### config.mk
export PLATFORM = sky130hd
export DESIGN_NAME = i2c_wbs_top
export DESIGN_NICKNAME = d
export VERILOG_FILES = /design/src/hw/i2c_pkg.sv /design/src/hw/i2c_feed_if.sv /design/src/hw/i2c_fifo.sv /design/src/hw/i2c_wb_regs.sv /design/src/hw/i2c_byte_engine.sv /design/src/hw/i2c_wbs_top.sv
export VERILOG_INCLUDE_DIRS = /design/src /design/src/hw
export SDC_FILE = /design/constraint.sdc
export NUM_CORES = 1
export LEC_CHECK = 0
export ABC_AREA = 1
export BUFFER_PORTS_ARGS = -buffer_cell sky130_fd_sc_hd__buf_4
export CAP_MARGIN = 20
export CORE_AREA = 10 10 138 115
export DETAILED_ROUTE_END_ITERATION = 12
export DIE_AREA = 0 0 148 125
export HOLD_SLACK_MARGIN = 0.1
export PLACE_DENSITY = 0.89
export SYNTH_ARGS = -nofsm -noshare
export SYNTH_HDL_FRONTEND = slang
export SYNTH_SLANG_ARGS = --single-unit
### constraint.sdc
create_clock -name clk -period 7.4 [get_ports clk]
set_input_delay 1.48 -clock clk [delete_from_list [all_inputs] [get_ports clk]]
set_output_delay 1.48 -clock clk [all_outputs]
set_load 0.02 [all_outputs]
### src/hw/i2c_cfg.svh
// Register map, status and command bit positions
// Queue depth and reset value of the prescaler
`ifndef I2C_CFG_SVH
`define I2C_CFG_SVH

// Word addresses on the 3-bit Wishbone bus
`define I2C_REG_STATUS   3'd0
`define I2C_REG_CMD      3'd2
`define I2C_REG_DATA     3'd4
`define I2C_REG_PRESCALE 3'd6

// Status register fields
`define I2C_ST_BUSY     0
`define I2C_ST_MISS_ACK 3
`define I2C_ST_CMD_FULL 9
`define I2C_ST_CMD_OVF  10
`define I2C_ST_WR_FULL  12
`define I2C_ST_WR_OVF   13

// Command register fields, address in bits 6..0
`define I2C_CMD_ADDR_MSB 6
`define I2C_CMD_START    8
`define I2C_CMD_WRITE    10
`define I2C_CMD_STOP     12

// Entries per queue, power of two
`define I2C_FIFO_DEPTH 4

// Clock cycles per quarter SCL period after reset
`define I2C_DEFAULT_PRESCALE 16'd1

`endif

### src/hw/i2c_pkg.sv
// Shared types of the I2C write master
// Vector typedefs, queued command layout, engine states
`default_nettype none

package i2c_pkg;

    // Host side
    typedef logic [2:0]  wb_addr_t;
    typedef logic [15:0] wb_data_t;
    typedef logic [1:0]  wb_sel_t;

    // I2C side
    typedef logic [6:0]  i2c_addr_t;
    typedef logic [7:0]  byte_t;
    typedef logic [15:0] prescale_t;

    // Queued command, address in the low bits
    typedef logic [9:0]  cmd_word_t;

    localparam int CMD_ADDR_MSB  = 6;
    localparam int CMD_START_BIT = 7;
    localparam int CMD_WRITE_BIT = 8;
    localparam int CMD_STOP_BIT  = 9;

    // Bit engine sequencer
    typedef enum logic [2:0] {IDLE, START, SHIFT, ACK, STOP} engine_state_t;

endpackage

`default_nettype wire

### src/hw/i2c_feed_if.sv
// Queue to engine streams
// Command words and write data bytes, valid/ready each
`default_nettype none

interface i2c_feed_if import i2c_pkg::*; ();

    // Command stream
    cmd_word_t cmd_word;
    logic      cmd_valid;
    logic      cmd_ready;

    // Write data stream
    byte_t     tx_byte;
    logic      tx_valid;
    logic      tx_ready;

    // Queue side offers words
    modport queue (output cmd_word, cmd_valid, tx_byte, tx_valid,
                   input  cmd_ready, tx_ready);

    // Engine side takes them
    modport engine (input  cmd_word, cmd_valid, tx_byte, tx_valid,
                    output cmd_ready, tx_ready);

endinterface

`default_nettype wire

### src/hw/i2c_fifo.sv
// Synchronous valid/ready FIFO
// Circular buffer with occupancy count
`default_nettype none

module i2c_fifo #(
    parameter int WIDTH = 8,
    parameter int DEPTH = 4
) (
    input  logic             clk,
    input  logic             rst,
    input  logic [WIDTH-1:0] in_data_i,
    input  logic             in_valid_i,
    output logic             in_ready_o,
    output logic [WIDTH-1:0] out_data_o,
    output logic             out_valid_o,
    input  logic             out_ready_i
);

    localparam int PTR_W = $clog2(DEPTH);
    localparam logic [PTR_W:0] FULL_COUNT = (PTR_W + 1)'(DEPTH);

    logic [WIDTH-1:0] mem [DEPTH];
    logic [PTR_W-1:0] wr_ptr;
    logic [PTR_W-1:0] rd_ptr;
    logic [PTR_W:0]   count;
    logic             push;
    logic             pop;

    // Flow control straight from the count
    assign in_ready_o  = (count != FULL_COUNT);
    assign out_valid_o = (count != '0);
    assign push        = in_valid_i && in_ready_o;
    assign pop         = out_valid_o && out_ready_i;

    // Head entry shown without a read cycle
    assign out_data_o = mem[rd_ptr];

    always_ff @(posedge clk) begin
        if (push) begin
            mem[wr_ptr] <= in_data_i;
        end
    end

    always_ff @(posedge clk) begin
        if (rst) begin
            wr_ptr <= '0;
            rd_ptr <= '0;
            count  <= '0;
        end else begin
            // Pointers wrap by width
            if (push) begin
                wr_ptr <= wr_ptr + PTR_W'(1);
            end
            if (pop) begin
                rd_ptr <= rd_ptr + PTR_W'(1);
            end
            if (push && !pop) begin
                count <= count + (PTR_W + 1)'(1);
            end else if (pop && !push) begin
                count <= count - (PTR_W + 1)'(1);
            end
        end
    end

endmodule

`default_nettype wire

### src/hw/i2c_wb_regs.sv
// Wishbone register block of the I2C write master
// Status with sticky flags, command and data push, prescale
`default_nettype none

`include "i2c_cfg.svh"

module i2c_wb_regs import i2c_pkg::*; (
    input  logic      clk,
    input  logic      rst,
    input  wb_addr_t  wbs_adr_i,
    input  wb_data_t  wbs_dat_i,
    output wb_data_t  wbs_dat_o,
    input  logic      wbs_we_i,
    input  wb_sel_t   wbs_sel_i,
    input  logic      wbs_stb_i,
    input  logic      wbs_cyc_i,
    output logic      wbs_ack_o,
    output cmd_word_t cmd_word_o,
    output logic      cmd_valid_o,
    input  logic      cmd_ready_i,
    output byte_t     tx_byte_o,
    output logic      tx_valid_o,
    input  logic      tx_ready_i,
    input  logic      busy_i,
    input  logic      miss_ack_i,
    output prescale_t prescale_o
);

    logic      ack_q;
    wb_data_t  dat_q;
    wb_data_t  rd_data;
    logic      acc;
    logic      wr_acc;
    logic      st_wr;
    logic      cmd_wr;
    cmd_word_t cmd_q;
    cmd_word_t cmd_d;
    prescale_t prescale_q;
    logic      miss_q;
    logic      cmd_ovf_q;
    logic      wr_ovf_q;

    // New access only while ack is low, so ack toggles
    assign acc    = wbs_cyc_i && wbs_stb_i && !ack_q;
    assign wr_acc = acc && wbs_we_i;
    assign st_wr  = wr_acc && (wbs_adr_i == `I2C_REG_STATUS);
    assign cmd_wr = wr_acc && (wbs_adr_i == `I2C_REG_CMD);

    // Command merges written lanes over the last word
    always_comb begin
        cmd_d = cmd_q;
        if (wbs_sel_i[0]) begin
            cmd_d[CMD_ADDR_MSB:0] = wbs_dat_i[`I2C_CMD_ADDR_MSB:0];
        end
        if (wbs_sel_i[1]) begin
            cmd_d[CMD_START_BIT] = wbs_dat_i[`I2C_CMD_START];
            cmd_d[CMD_WRITE_BIT] = wbs_dat_i[`I2C_CMD_WRITE];
            cmd_d[CMD_STOP_BIT]  = wbs_dat_i[`I2C_CMD_STOP];
        end
    end

    // Pushes land on the edge that raises ack
    assign cmd_word_o  = cmd_d;
    assign cmd_valid_o = cmd_wr && wbs_sel_i[1] &&
                         (cmd_d[CMD_START_BIT] || cmd_d[CMD_WRITE_BIT] || cmd_d[CMD_STOP_BIT]);
    assign tx_byte_o   = wbs_dat_i[7:0];
    assign tx_valid_o  = wr_acc && (wbs_adr_i == `I2C_REG_DATA) && wbs_sel_i[0];

    // Read mux, data register reads as zero
    always_comb begin
        rd_data = '0;
        case (wbs_adr_i)
            `I2C_REG_STATUS: begin
                rd_data[`I2C_ST_BUSY]     = busy_i;
                rd_data[`I2C_ST_MISS_ACK] = miss_q;
                rd_data[`I2C_ST_CMD_FULL] = !cmd_ready_i;
                rd_data[`I2C_ST_CMD_OVF]  = cmd_ovf_q;
                rd_data[`I2C_ST_WR_FULL]  = !tx_ready_i;
                rd_data[`I2C_ST_WR_OVF]   = wr_ovf_q;
            end
            `I2C_REG_CMD: begin
                rd_data[`I2C_CMD_ADDR_MSB:0] = cmd_q[CMD_ADDR_MSB:0];
                rd_data[`I2C_CMD_START]      = cmd_q[CMD_START_BIT];
                rd_data[`I2C_CMD_WRITE]      = cmd_q[CMD_WRITE_BIT];
                rd_data[`I2C_CMD_STOP]       = cmd_q[CMD_STOP_BIT];
            end
            `I2C_REG_PRESCALE: rd_data = prescale_q;
            default: rd_data = '0;
        endcase
    end

    // Read data held for the ack cycle only
    always_ff @(posedge clk) begin
        dat_q <= (acc && !wbs_we_i) ? rd_data : '0;
    end

    always_ff @(posedge clk) begin
        if (rst) begin
            ack_q      <= 1'b0;
            cmd_q      <= '0;
            prescale_q <= `I2C_DEFAULT_PRESCALE;
            miss_q     <= 1'b0;
            cmd_ovf_q  <= 1'b0;
            wr_ovf_q   <= 1'b0;
        end else begin
            ack_q <= wbs_cyc_i && wbs_stb_i && !ack_q;
            if (cmd_wr) begin
                cmd_q <= cmd_d;
            end
            if (wr_acc && (wbs_adr_i == `I2C_REG_PRESCALE)) begin
                if (wbs_sel_i[0]) begin
                    prescale_q[7:0] <= wbs_dat_i[7:0];
                end
                if (wbs_sel_i[1]) begin
                    prescale_q[15:8] <= wbs_dat_i[15:8];
                end
            end
            // Sticky flags, a new event beats a clear
            miss_q <= miss_ack_i ||
                      (miss_q && !(st_wr && wbs_sel_i[0] && wbs_dat_i[`I2C_ST_MISS_ACK]));
            cmd_ovf_q <= (cmd_valid_o && !cmd_ready_i) ||
                         (cmd_ovf_q && !(st_wr && wbs_sel_i[1] && wbs_dat_i[`I2C_ST_CMD_OVF]));
            wr_ovf_q <= (tx_valid_o && !tx_ready_i) ||
                        (wr_ovf_q && !(st_wr && wbs_sel_i[1] && wbs_dat_i[`I2C_ST_WR_OVF]));
        end
    end

    assign wbs_ack_o  = ack_q;
    assign wbs_dat_o  = dat_q;
    assign prescale_o = prescale_q;

endmodule

`default_nettype wire

### src/hw/i2c_byte_engine.sv
// Bit level I2C write master
// Quarter period prescaler and command sequencer
// Start or repeated start, address with W, data byte, ACK slots, stop
`default_nettype none

module i2c_byte_engine import i2c_pkg::*; (
    input  logic       clk,
    input  logic       rst,
    i2c_feed_if.engine feed,
    input  prescale_t  prescale_i,
    input  logic       sda_i,
    output logic       scl_o,
    output logic       sda_o,
    output logic       busy_o,
    output logic       miss_ack_o
);

    engine_state_t state;
    prescale_t     cnt;
    logic          tick;
    logic [1:0]    quarter;
    logic [2:0]    bit_cnt;
    byte_t         shreg;
    i2c_addr_t     addr_q;
    logic          write_q;
    logic          stop_q;
    logic          held;
    logic          addr_phase;
    logic          load_data;
    logic          scl_q;
    logic          sda_q;
    logic          miss_q;

    // Commands taken only between transfers
    assign feed.cmd_ready = (state == IDLE);
    // Data byte fetched at the start of a data shift
    assign feed.tx_ready  = (state == SHIFT) && load_data;

    // One tick per quarter SCL period
    assign tick = (cnt == '0);

    always_ff @(posedge clk) begin
        if (rst || state == IDLE) begin
            cnt <= '0;
        end else if (tick) begin
            cnt <= (prescale_i != '0) ? prescale_i - 16'd1 : '0;
        end else begin
            cnt <= cnt - 16'd1;
        end
    end

    always_ff @(posedge clk) begin
        if (rst) begin
            state      <= IDLE;
            quarter    <= 2'd0;
            held       <= 1'b0;
            addr_phase <= 1'b0;
            load_data  <= 1'b0;
            scl_q      <= 1'b1;
            sda_q      <= 1'b1;
            miss_q     <= 1'b0;
        end else begin
            miss_q <= 1'b0;
            case (state)
                IDLE: begin
                    quarter <= 2'd0;
                    if (feed.cmd_valid) begin
                        addr_q  <= feed.cmd_word[CMD_ADDR_MSB:0];
                        write_q <= feed.cmd_word[CMD_WRITE_BIT];
                        stop_q  <= feed.cmd_word[CMD_STOP_BIT];
                        // Start forced, or implied by a write on a free bus
                        if (feed.cmd_word[CMD_START_BIT] ||
                            (!held && feed.cmd_word[CMD_WRITE_BIT])) begin
                            state <= START;
                        end else if (feed.cmd_word[CMD_WRITE_BIT]) begin
                            // Held bus, data goes out without address
                            state      <= SHIFT;
                            load_data  <= 1'b1;
                            addr_phase <= 1'b0;
                        end else begin
                            state <= STOP;
                        end
                    end
                end
                START: begin
                    if (tick) begin
                        quarter <= quarter + 2'd1;
                        // SDA high first so a held bus sees a repeated start
                        if (quarter == 2'd0) begin
                            sda_q <= 1'b1;
                        end else if (quarter == 2'd1) begin
                            scl_q <= 1'b1;
                        end else if (quarter == 2'd2) begin
                            sda_q <= 1'b0;
                        end else begin
                            scl_q      <= 1'b0;
                            held       <= 1'b1;
                            shreg      <= {addr_q, 1'b0};
                            bit_cnt    <= 3'd7;
                            addr_phase <= 1'b1;
                            state      <= SHIFT;
                        end
                    end
                end
                SHIFT: begin
                    if (load_data) begin
                        // Stall with SCL low until a byte arrives
                        if (feed.tx_valid) begin
                            shreg     <= feed.tx_byte;
                            bit_cnt   <= 3'd7;
                            load_data <= 1'b0;
                        end
                    end else if (tick) begin
                        quarter <= quarter + 2'd1;
                        // MSB first, SDA changes only while SCL low
                        if (quarter == 2'd0) begin
                            sda_q <= shreg[7];
                        end else if (quarter == 2'd1) begin
                            scl_q <= 1'b1;
                        end else if (quarter == 2'd3) begin
                            scl_q <= 1'b0;
                            shreg <= {shreg[6:0], 1'b0};
                            if (bit_cnt == 3'd0) begin
                                state <= ACK;
                            end else begin
                                bit_cnt <= bit_cnt - 3'd1;
                            end
                        end
                    end
                end
                ACK: begin
                    if (tick) begin
                        quarter <= quarter + 2'd1;
                        if (quarter == 2'd0) begin
                            sda_q <= 1'b1;
                        end else if (quarter == 2'd1) begin
                            scl_q <= 1'b1;
                        end else if (quarter == 2'd2) begin
                            // Sample at SCL high point, released line is a NACK
                            miss_q <= sda_i;
                        end else begin
                            scl_q <= 1'b0;
                            if (addr_phase && write_q) begin
                                state      <= SHIFT;
                                load_data  <= 1'b1;
                                addr_phase <= 1'b0;
                            end else if (stop_q) begin
                                state <= STOP;
                            end else begin
                                // Keep the bus, SCL stays low
                                state <= IDLE;
                            end
                        end
                    end
                end
                STOP: begin
                    if (!held) begin
                        // Nothing to release
                        state <= IDLE;
                    end else if (tick) begin
                        quarter <= quarter + 2'd1;
                        if (quarter == 2'd0) begin
                            sda_q <= 1'b0;
                        end else if (quarter == 2'd1) begin
                            scl_q <= 1'b1;
                        end else if (quarter == 2'd2) begin
                            sda_q <= 1'b1;
                        end else begin
                            held  <= 1'b0;
                            state <= IDLE;
                        end
                    end
                end
                default: state <= IDLE;
            endcase
        end
    end

    assign scl_o      = scl_q;
    assign sda_o      = sda_q;
    assign busy_o     = (state != IDLE);
    assign miss_ack_o = miss_q;

endmodule

`default_nettype wire

### src/hw/i2c_wbs_top.sv
// Top level of the Wishbone I2C write master
// Register block, command and data queues, bit engine
`default_nettype none

`include "i2c_cfg.svh"

module i2c_wbs_top import i2c_pkg::*; (
    input  logic     clk,
    input  logic     rst,
    input  wb_addr_t wbs_adr_i,
    input  wb_data_t wbs_dat_i,
    output wb_data_t wbs_dat_o,
    input  logic     wbs_we_i,
    input  wb_sel_t  wbs_sel_i,
    input  logic     wbs_stb_i,
    output logic     wbs_ack_o,
    input  logic     wbs_cyc_i,
    input  logic     i2c_sda_i,
    output logic     i2c_scl_o,
    output logic     i2c_sda_o
);

    // Push side of the queues
    cmd_word_t cmd_push_word;
    logic      cmd_push_valid;
    logic      cmd_push_ready;
    byte_t     tx_push_byte;
    logic      tx_push_valid;
    logic      tx_push_ready;

    // Engine status and setup
    logic      busy;
    logic      miss_ack;
    prescale_t prescale;

    i2c_feed_if feed ();

    i2c_wb_regs i_regs (
        .clk(clk),
        .rst(rst),
        .wbs_adr_i(wbs_adr_i),
        .wbs_dat_i(wbs_dat_i),
        .wbs_dat_o(wbs_dat_o),
        .wbs_we_i(wbs_we_i),
        .wbs_sel_i(wbs_sel_i),
        .wbs_stb_i(wbs_stb_i),
        .wbs_cyc_i(wbs_cyc_i),
        .wbs_ack_o(wbs_ack_o),
        .cmd_word_o(cmd_push_word),
        .cmd_valid_o(cmd_push_valid),
        .cmd_ready_i(cmd_push_ready),
        .tx_byte_o(tx_push_byte),
        .tx_valid_o(tx_push_valid),
        .tx_ready_i(tx_push_ready),
        .busy_i(busy),
        .miss_ack_i(miss_ack),
        .prescale_o(prescale)
    );

    i2c_fifo #(.WIDTH($bits(cmd_word_t)), .DEPTH(`I2C_FIFO_DEPTH)) cmd_queue (
        .clk(clk),
        .rst(rst),
        .in_data_i(cmd_push_word),
        .in_valid_i(cmd_push_valid),
        .in_ready_o(cmd_push_ready),
        .out_data_o(feed.cmd_word),
        .out_valid_o(feed.cmd_valid),
        .out_ready_i(feed.cmd_ready)
    );

    i2c_fifo #(.WIDTH($bits(byte_t)), .DEPTH(`I2C_FIFO_DEPTH)) tx_queue (
        .clk(clk),
        .rst(rst),
        .in_data_i(tx_push_byte),
        .in_valid_i(tx_push_valid),
        .in_ready_o(tx_push_ready),
        .out_data_o(feed.tx_byte),
        .out_valid_o(feed.tx_valid),
        .out_ready_i(feed.tx_ready)
    );

    i2c_byte_engine i_engine (
        .clk(clk),
        .rst(rst),
        .feed(feed.engine),
        .prescale_i(prescale),
        .sda_i(i2c_sda_i),
        .scl_o(i2c_scl_o),
        .sda_o(i2c_sda_o),
        .busy_o(busy),
        .miss_ack_o(miss_ack)
    );

endmodule

`default_nettype wire

==> metrics.md <==
| Metric | Value |
|---|---|
| Critical path data required time | 7720 ps |
| Final Skew | 9.427 ps |
| Antenna violations before repair | 0 |
| Clk root buf | clkbuf_16 |
| Post-CTS Setup Inserts | 0 |
| Synth warn | 0 |
| Fin worst setup slack | 4017 ps |
| Setup crit start | wbs_adr_i[2] |
| Residual DRC | 0 |
| Grt met2 use | 34.75% |
| Synth Cell Area | 8317 um^2 |
| CTS buffer count | 17 |
| IO buf count | 45 |
| Power Total | 3893 uW |
| Cts hold-fix bufs | 0 |
| Met1 usage in global routing | 30.09% |
| Ports | 46 |
| Setup Crit Path Kind | in2reg |
| Die height | 125 um |
| Leakage | 0.003842 uW |
| Clock Path Buffers | 2 |
| Syn Inst Count | 959 |
| Clock transition at path regs | 70 ps |
| Synth unique cells | 36 |
| Via count | 7022 |
| Cell Area, Placed | 8786 um^2 |
| Synth area leaders | edfxtp_1 (33%), dfxtp_1 (22%), nand2_1 (7.9%) |
| Post-synthesis sequential area ratio | 55.12% |
| Wire per inst | 17.59 um |
| Worst hold path endpoint | i_engine.scl_o$_SDFFE_PP1P_ |
| Final #Nets | 1050 |
| Die Footprint | 18500 um^2 |
| Fin. Hold Viols | 0 |
| Top Family by Delay on Critical Path | simple AND/OR/NAND/NOR gates |
| Min Tclk post-route | 3383 ps |
| Area grow syn2layout | 12.97% |
| Combinational share of power | 43.0% |
| Crit. End Element | flip-flop |
| Register share of total power | 33.3% |
| Endpoints failing setup | 0 |
| Total Routed Length | 20980 um |
| Startpoint types | primary input |
| GP Congestion | 0.9213 |
| Chip width | 148 um |
| FF+latch count, synth | 183 |
| Slew @ Worst Pin | 937.3 ps |
| Most Crowded Layer GR | met2 |
| Avg Synthesized Cell Area | 8.672 um^2 |
| Vias in the first global route | 6600 |
| Reg2reg setup slack | 4890 ps |
| VDD IR max | 273.6 uV |
| Critical path's most frequent cell | inv_1 |
| First drt pass iteration count | 6 |
| GR Util met3 | 5.227% |
| Share of the synthesized area in the top cell type | 33.22% |
| Setup TNS | 0 ps |
| # diodes | 0 |
| Worst path bufs/invs | 4 |
| Pre-CTS WS | 3569 ps |
| RSZ-0062 raised after global routing | false |
| Post-CTS resize count | 0 |
| CTS Sinks | 183 |
| Pwr Density | 414.4 nW/um^2 |
| Switching Power | 1667 uW |
| Net Sw Frac | 42.82% |
| First-pass GRT wire length | 33530 um |
| Share of layout cells above drive strength 1 | 8.786% |
| Pint | 2226 uW |
| Initial Util | 62.92% |
| Period utilization | 45.72% |
| CTS tree | done |
| Area leader, netlist | edfxtp_1 |
| H-tree levels | 4 |
| Syn nets | 1009 |
| Gr ovfl total | 0 |
| Routed Antenna Nets | 0 |
| Crit-path cells | buf_4 > inv_1 > nand3_1 > nor2_1 > nand4_2 > inv_1 > ha_1 > inv_1 > fa_1 > a21oi_1 > o21ai_0 > o21ai_0 > a21oi_1 |
| Reg-to-reg startpoint | i_regs.wbs_ack_o$_SDFF_PP0_ |
| Final instance area | 9395 um^2 |
| Hold Crit Depth | 2 |
| First DRT Iteration DRCs | 1084 |
| Clock group share of total power | 23.7% |
| CP max stage delay | 380 ps |
| Reg-to-Reg End | cmd_queue.count[2]$_SDFFE_PP0P_ |
| Slew Viols, Final | 0 |
| Hold Path Origin | i_engine.scl_o$_SDFFE_PP1P_ |
| Max Cap Viol | 0 |
| Outcome | complete, no violations |
| FP Rows | 38 |
| Rel. slew slack | 37.28% |
| Fmax | 0.2956 GHz |
| Worst skew pair latency | 440 ps |
| Largest net degree at the start of global routing | 44 |
| Vias per Instance | 5.886 |
| Hold WC Path Type | reg2reg |
| Crit path max fanout | 9 |
| Post-DP HPWL | 14540 um |
| Reg2reg path depth | 12 |
| Crit-path slowest cell | fa_1 |
| Tot GR Track Use | 22.40% |
| Core box area | 13220 um^2 |
| WP data arrival | 3710 ps |
[cells in the final DEF, fill, tap and decap left out, types with 3 or more instances in the layout]
cell type and count:
nand2_1 174, nor2_1 121, inv_1 112, o21ai_0 99, edfxtp_1 92, dfxtp_1 91
a21oi_1 72, nand3_1 59, buf_4 46, o22ai_1 21, ha_1 21, clkbuf_16 20
xor2_1 16, nand4_1 11, nor3_1 7, nor2_2 5, xnor2_1 4, inv_6 4
o211ai_1 3
[cells in the mapped netlist, drive strengths merged]
master / number
a211oi: 2
a21oi: 73
a221oi: 2
a22oi: 2
a31oi: 2
buf: 7
clkbuf: 17
dfxtp: 91
edfxtp: 92
fa: 2
ha: 21
inv: 114
nand2: 176
nand3: 59
nand4: 12
nor2: 126
nor3: 7
nor3b: 2
nor4: 1
o211ai: 3
o21a: 1
o21ai: 100
o22ai: 21
o31ai: 2
o32ai: 1
or2: 3
xnor2: 4
xor2: 16
[routing by layer]
| layer | wire length [um] | part of all wire, % |
|---|---|---|
| met2 | 9696 | 46 |
| met5 | 0 | 0 |
| met1 | 8759 | 42 |
| met3 | 1974 | 9.4 |
| met4 | 549 | 2.6 |
[worst max-delay path by stage]
stage / endpoint / slack (ps) / cells past startpoint
floorplan: cmd_queue.count[2]$_SDFFE_PP0P_ / 4040 / 12
global placement: cmd_queue.count[2]$_SDFFE_PP0P_ / 3770 / 13
detailed placement: cmd_queue.count[2]$_SDFFE_PP0P_ / 3570 / 13
CTS: cmd_queue.count[2]$_SDFFE_PP0P_ / 4020 / 13
global route: cmd_queue.count[2]$_SDFFE_PP0P_ / 3720 / 13
finish: cmd_queue.count[2]$_SDFFE_PP0P_ / 4020 / 13
[layout make-up]
| cell class | instances | area (um^2) |
|---|---|---|
| flip-flops and latches | 183 | 4584 |
| fillers | 914 | 3822 |
| multi-input cells | 638 | 3203 |
| clock buffers | 22 | 508.0 |
| inverters | 114 | 427.9 |
| repair buffers | 46 | 345.3 |
| well taps | 180 | 225.2 |
| clock inverters | 10 | 101.3 |
[power by group through the flow]
stage	clock network, uW	logic [uW]	registers, uW
after global placement	0	1570	1310
final	923	1670	1300
after floorplan	0	1310	1280
after global routing	960	1890	1310
after detailed placement	0	1600	1310
after CTS	918	1630	1290
[metrics by stage]
stage | utilization [%] | hold WS (ps) | instances
2_1_floorplan | - | 415.3 | 959
3_3_place_gp | 66.47 | 442.3 | 1161
3_5_place_dp | 66.47 | 449.1 | 1161
4_1_cts | 71.08 | 466.3 | 1193
5_1_grt | 71.08 | 481.5 | 1193
6_report | 71.08 | 463.2 | 1193
[worst min-delay path: stages (launching register included)]
cell and delay [ps]:
dfxtp_1 330, nand2_1 60, nand3_1 50
[logic make-up after synthesis]
family / after synthesis / synth area share (%)
XOR/XNOR: 20 / 2.106
AO/OA/AOI/OAI: 209 / 13.49
adder cells (fa/ha/maj): 23 / 3.641
buffers and inverters: 138 / 6.364
flip-flops: 183 / 55.12
AND/OR/NAND/NOR: 386 / 19.27
[registers in the layout (all words and copies together), names as in the netlist, 3 cells and up, named ones only]
register,flops
i_regs.cmd_q,10
i_engine.cnt,16
i_engine.addr_q,7
cmd_queue.mem,40
i_regs.prescale_o,16
i_engine.state,3
i_engine.bit_cnt,3
i_engine.shreg,8
i_regs.wbs_dat_o,16
cmd_queue.count,3
tx_queue.count,3
tx_queue.mem,32
Power figures use the tool's default switching activity.
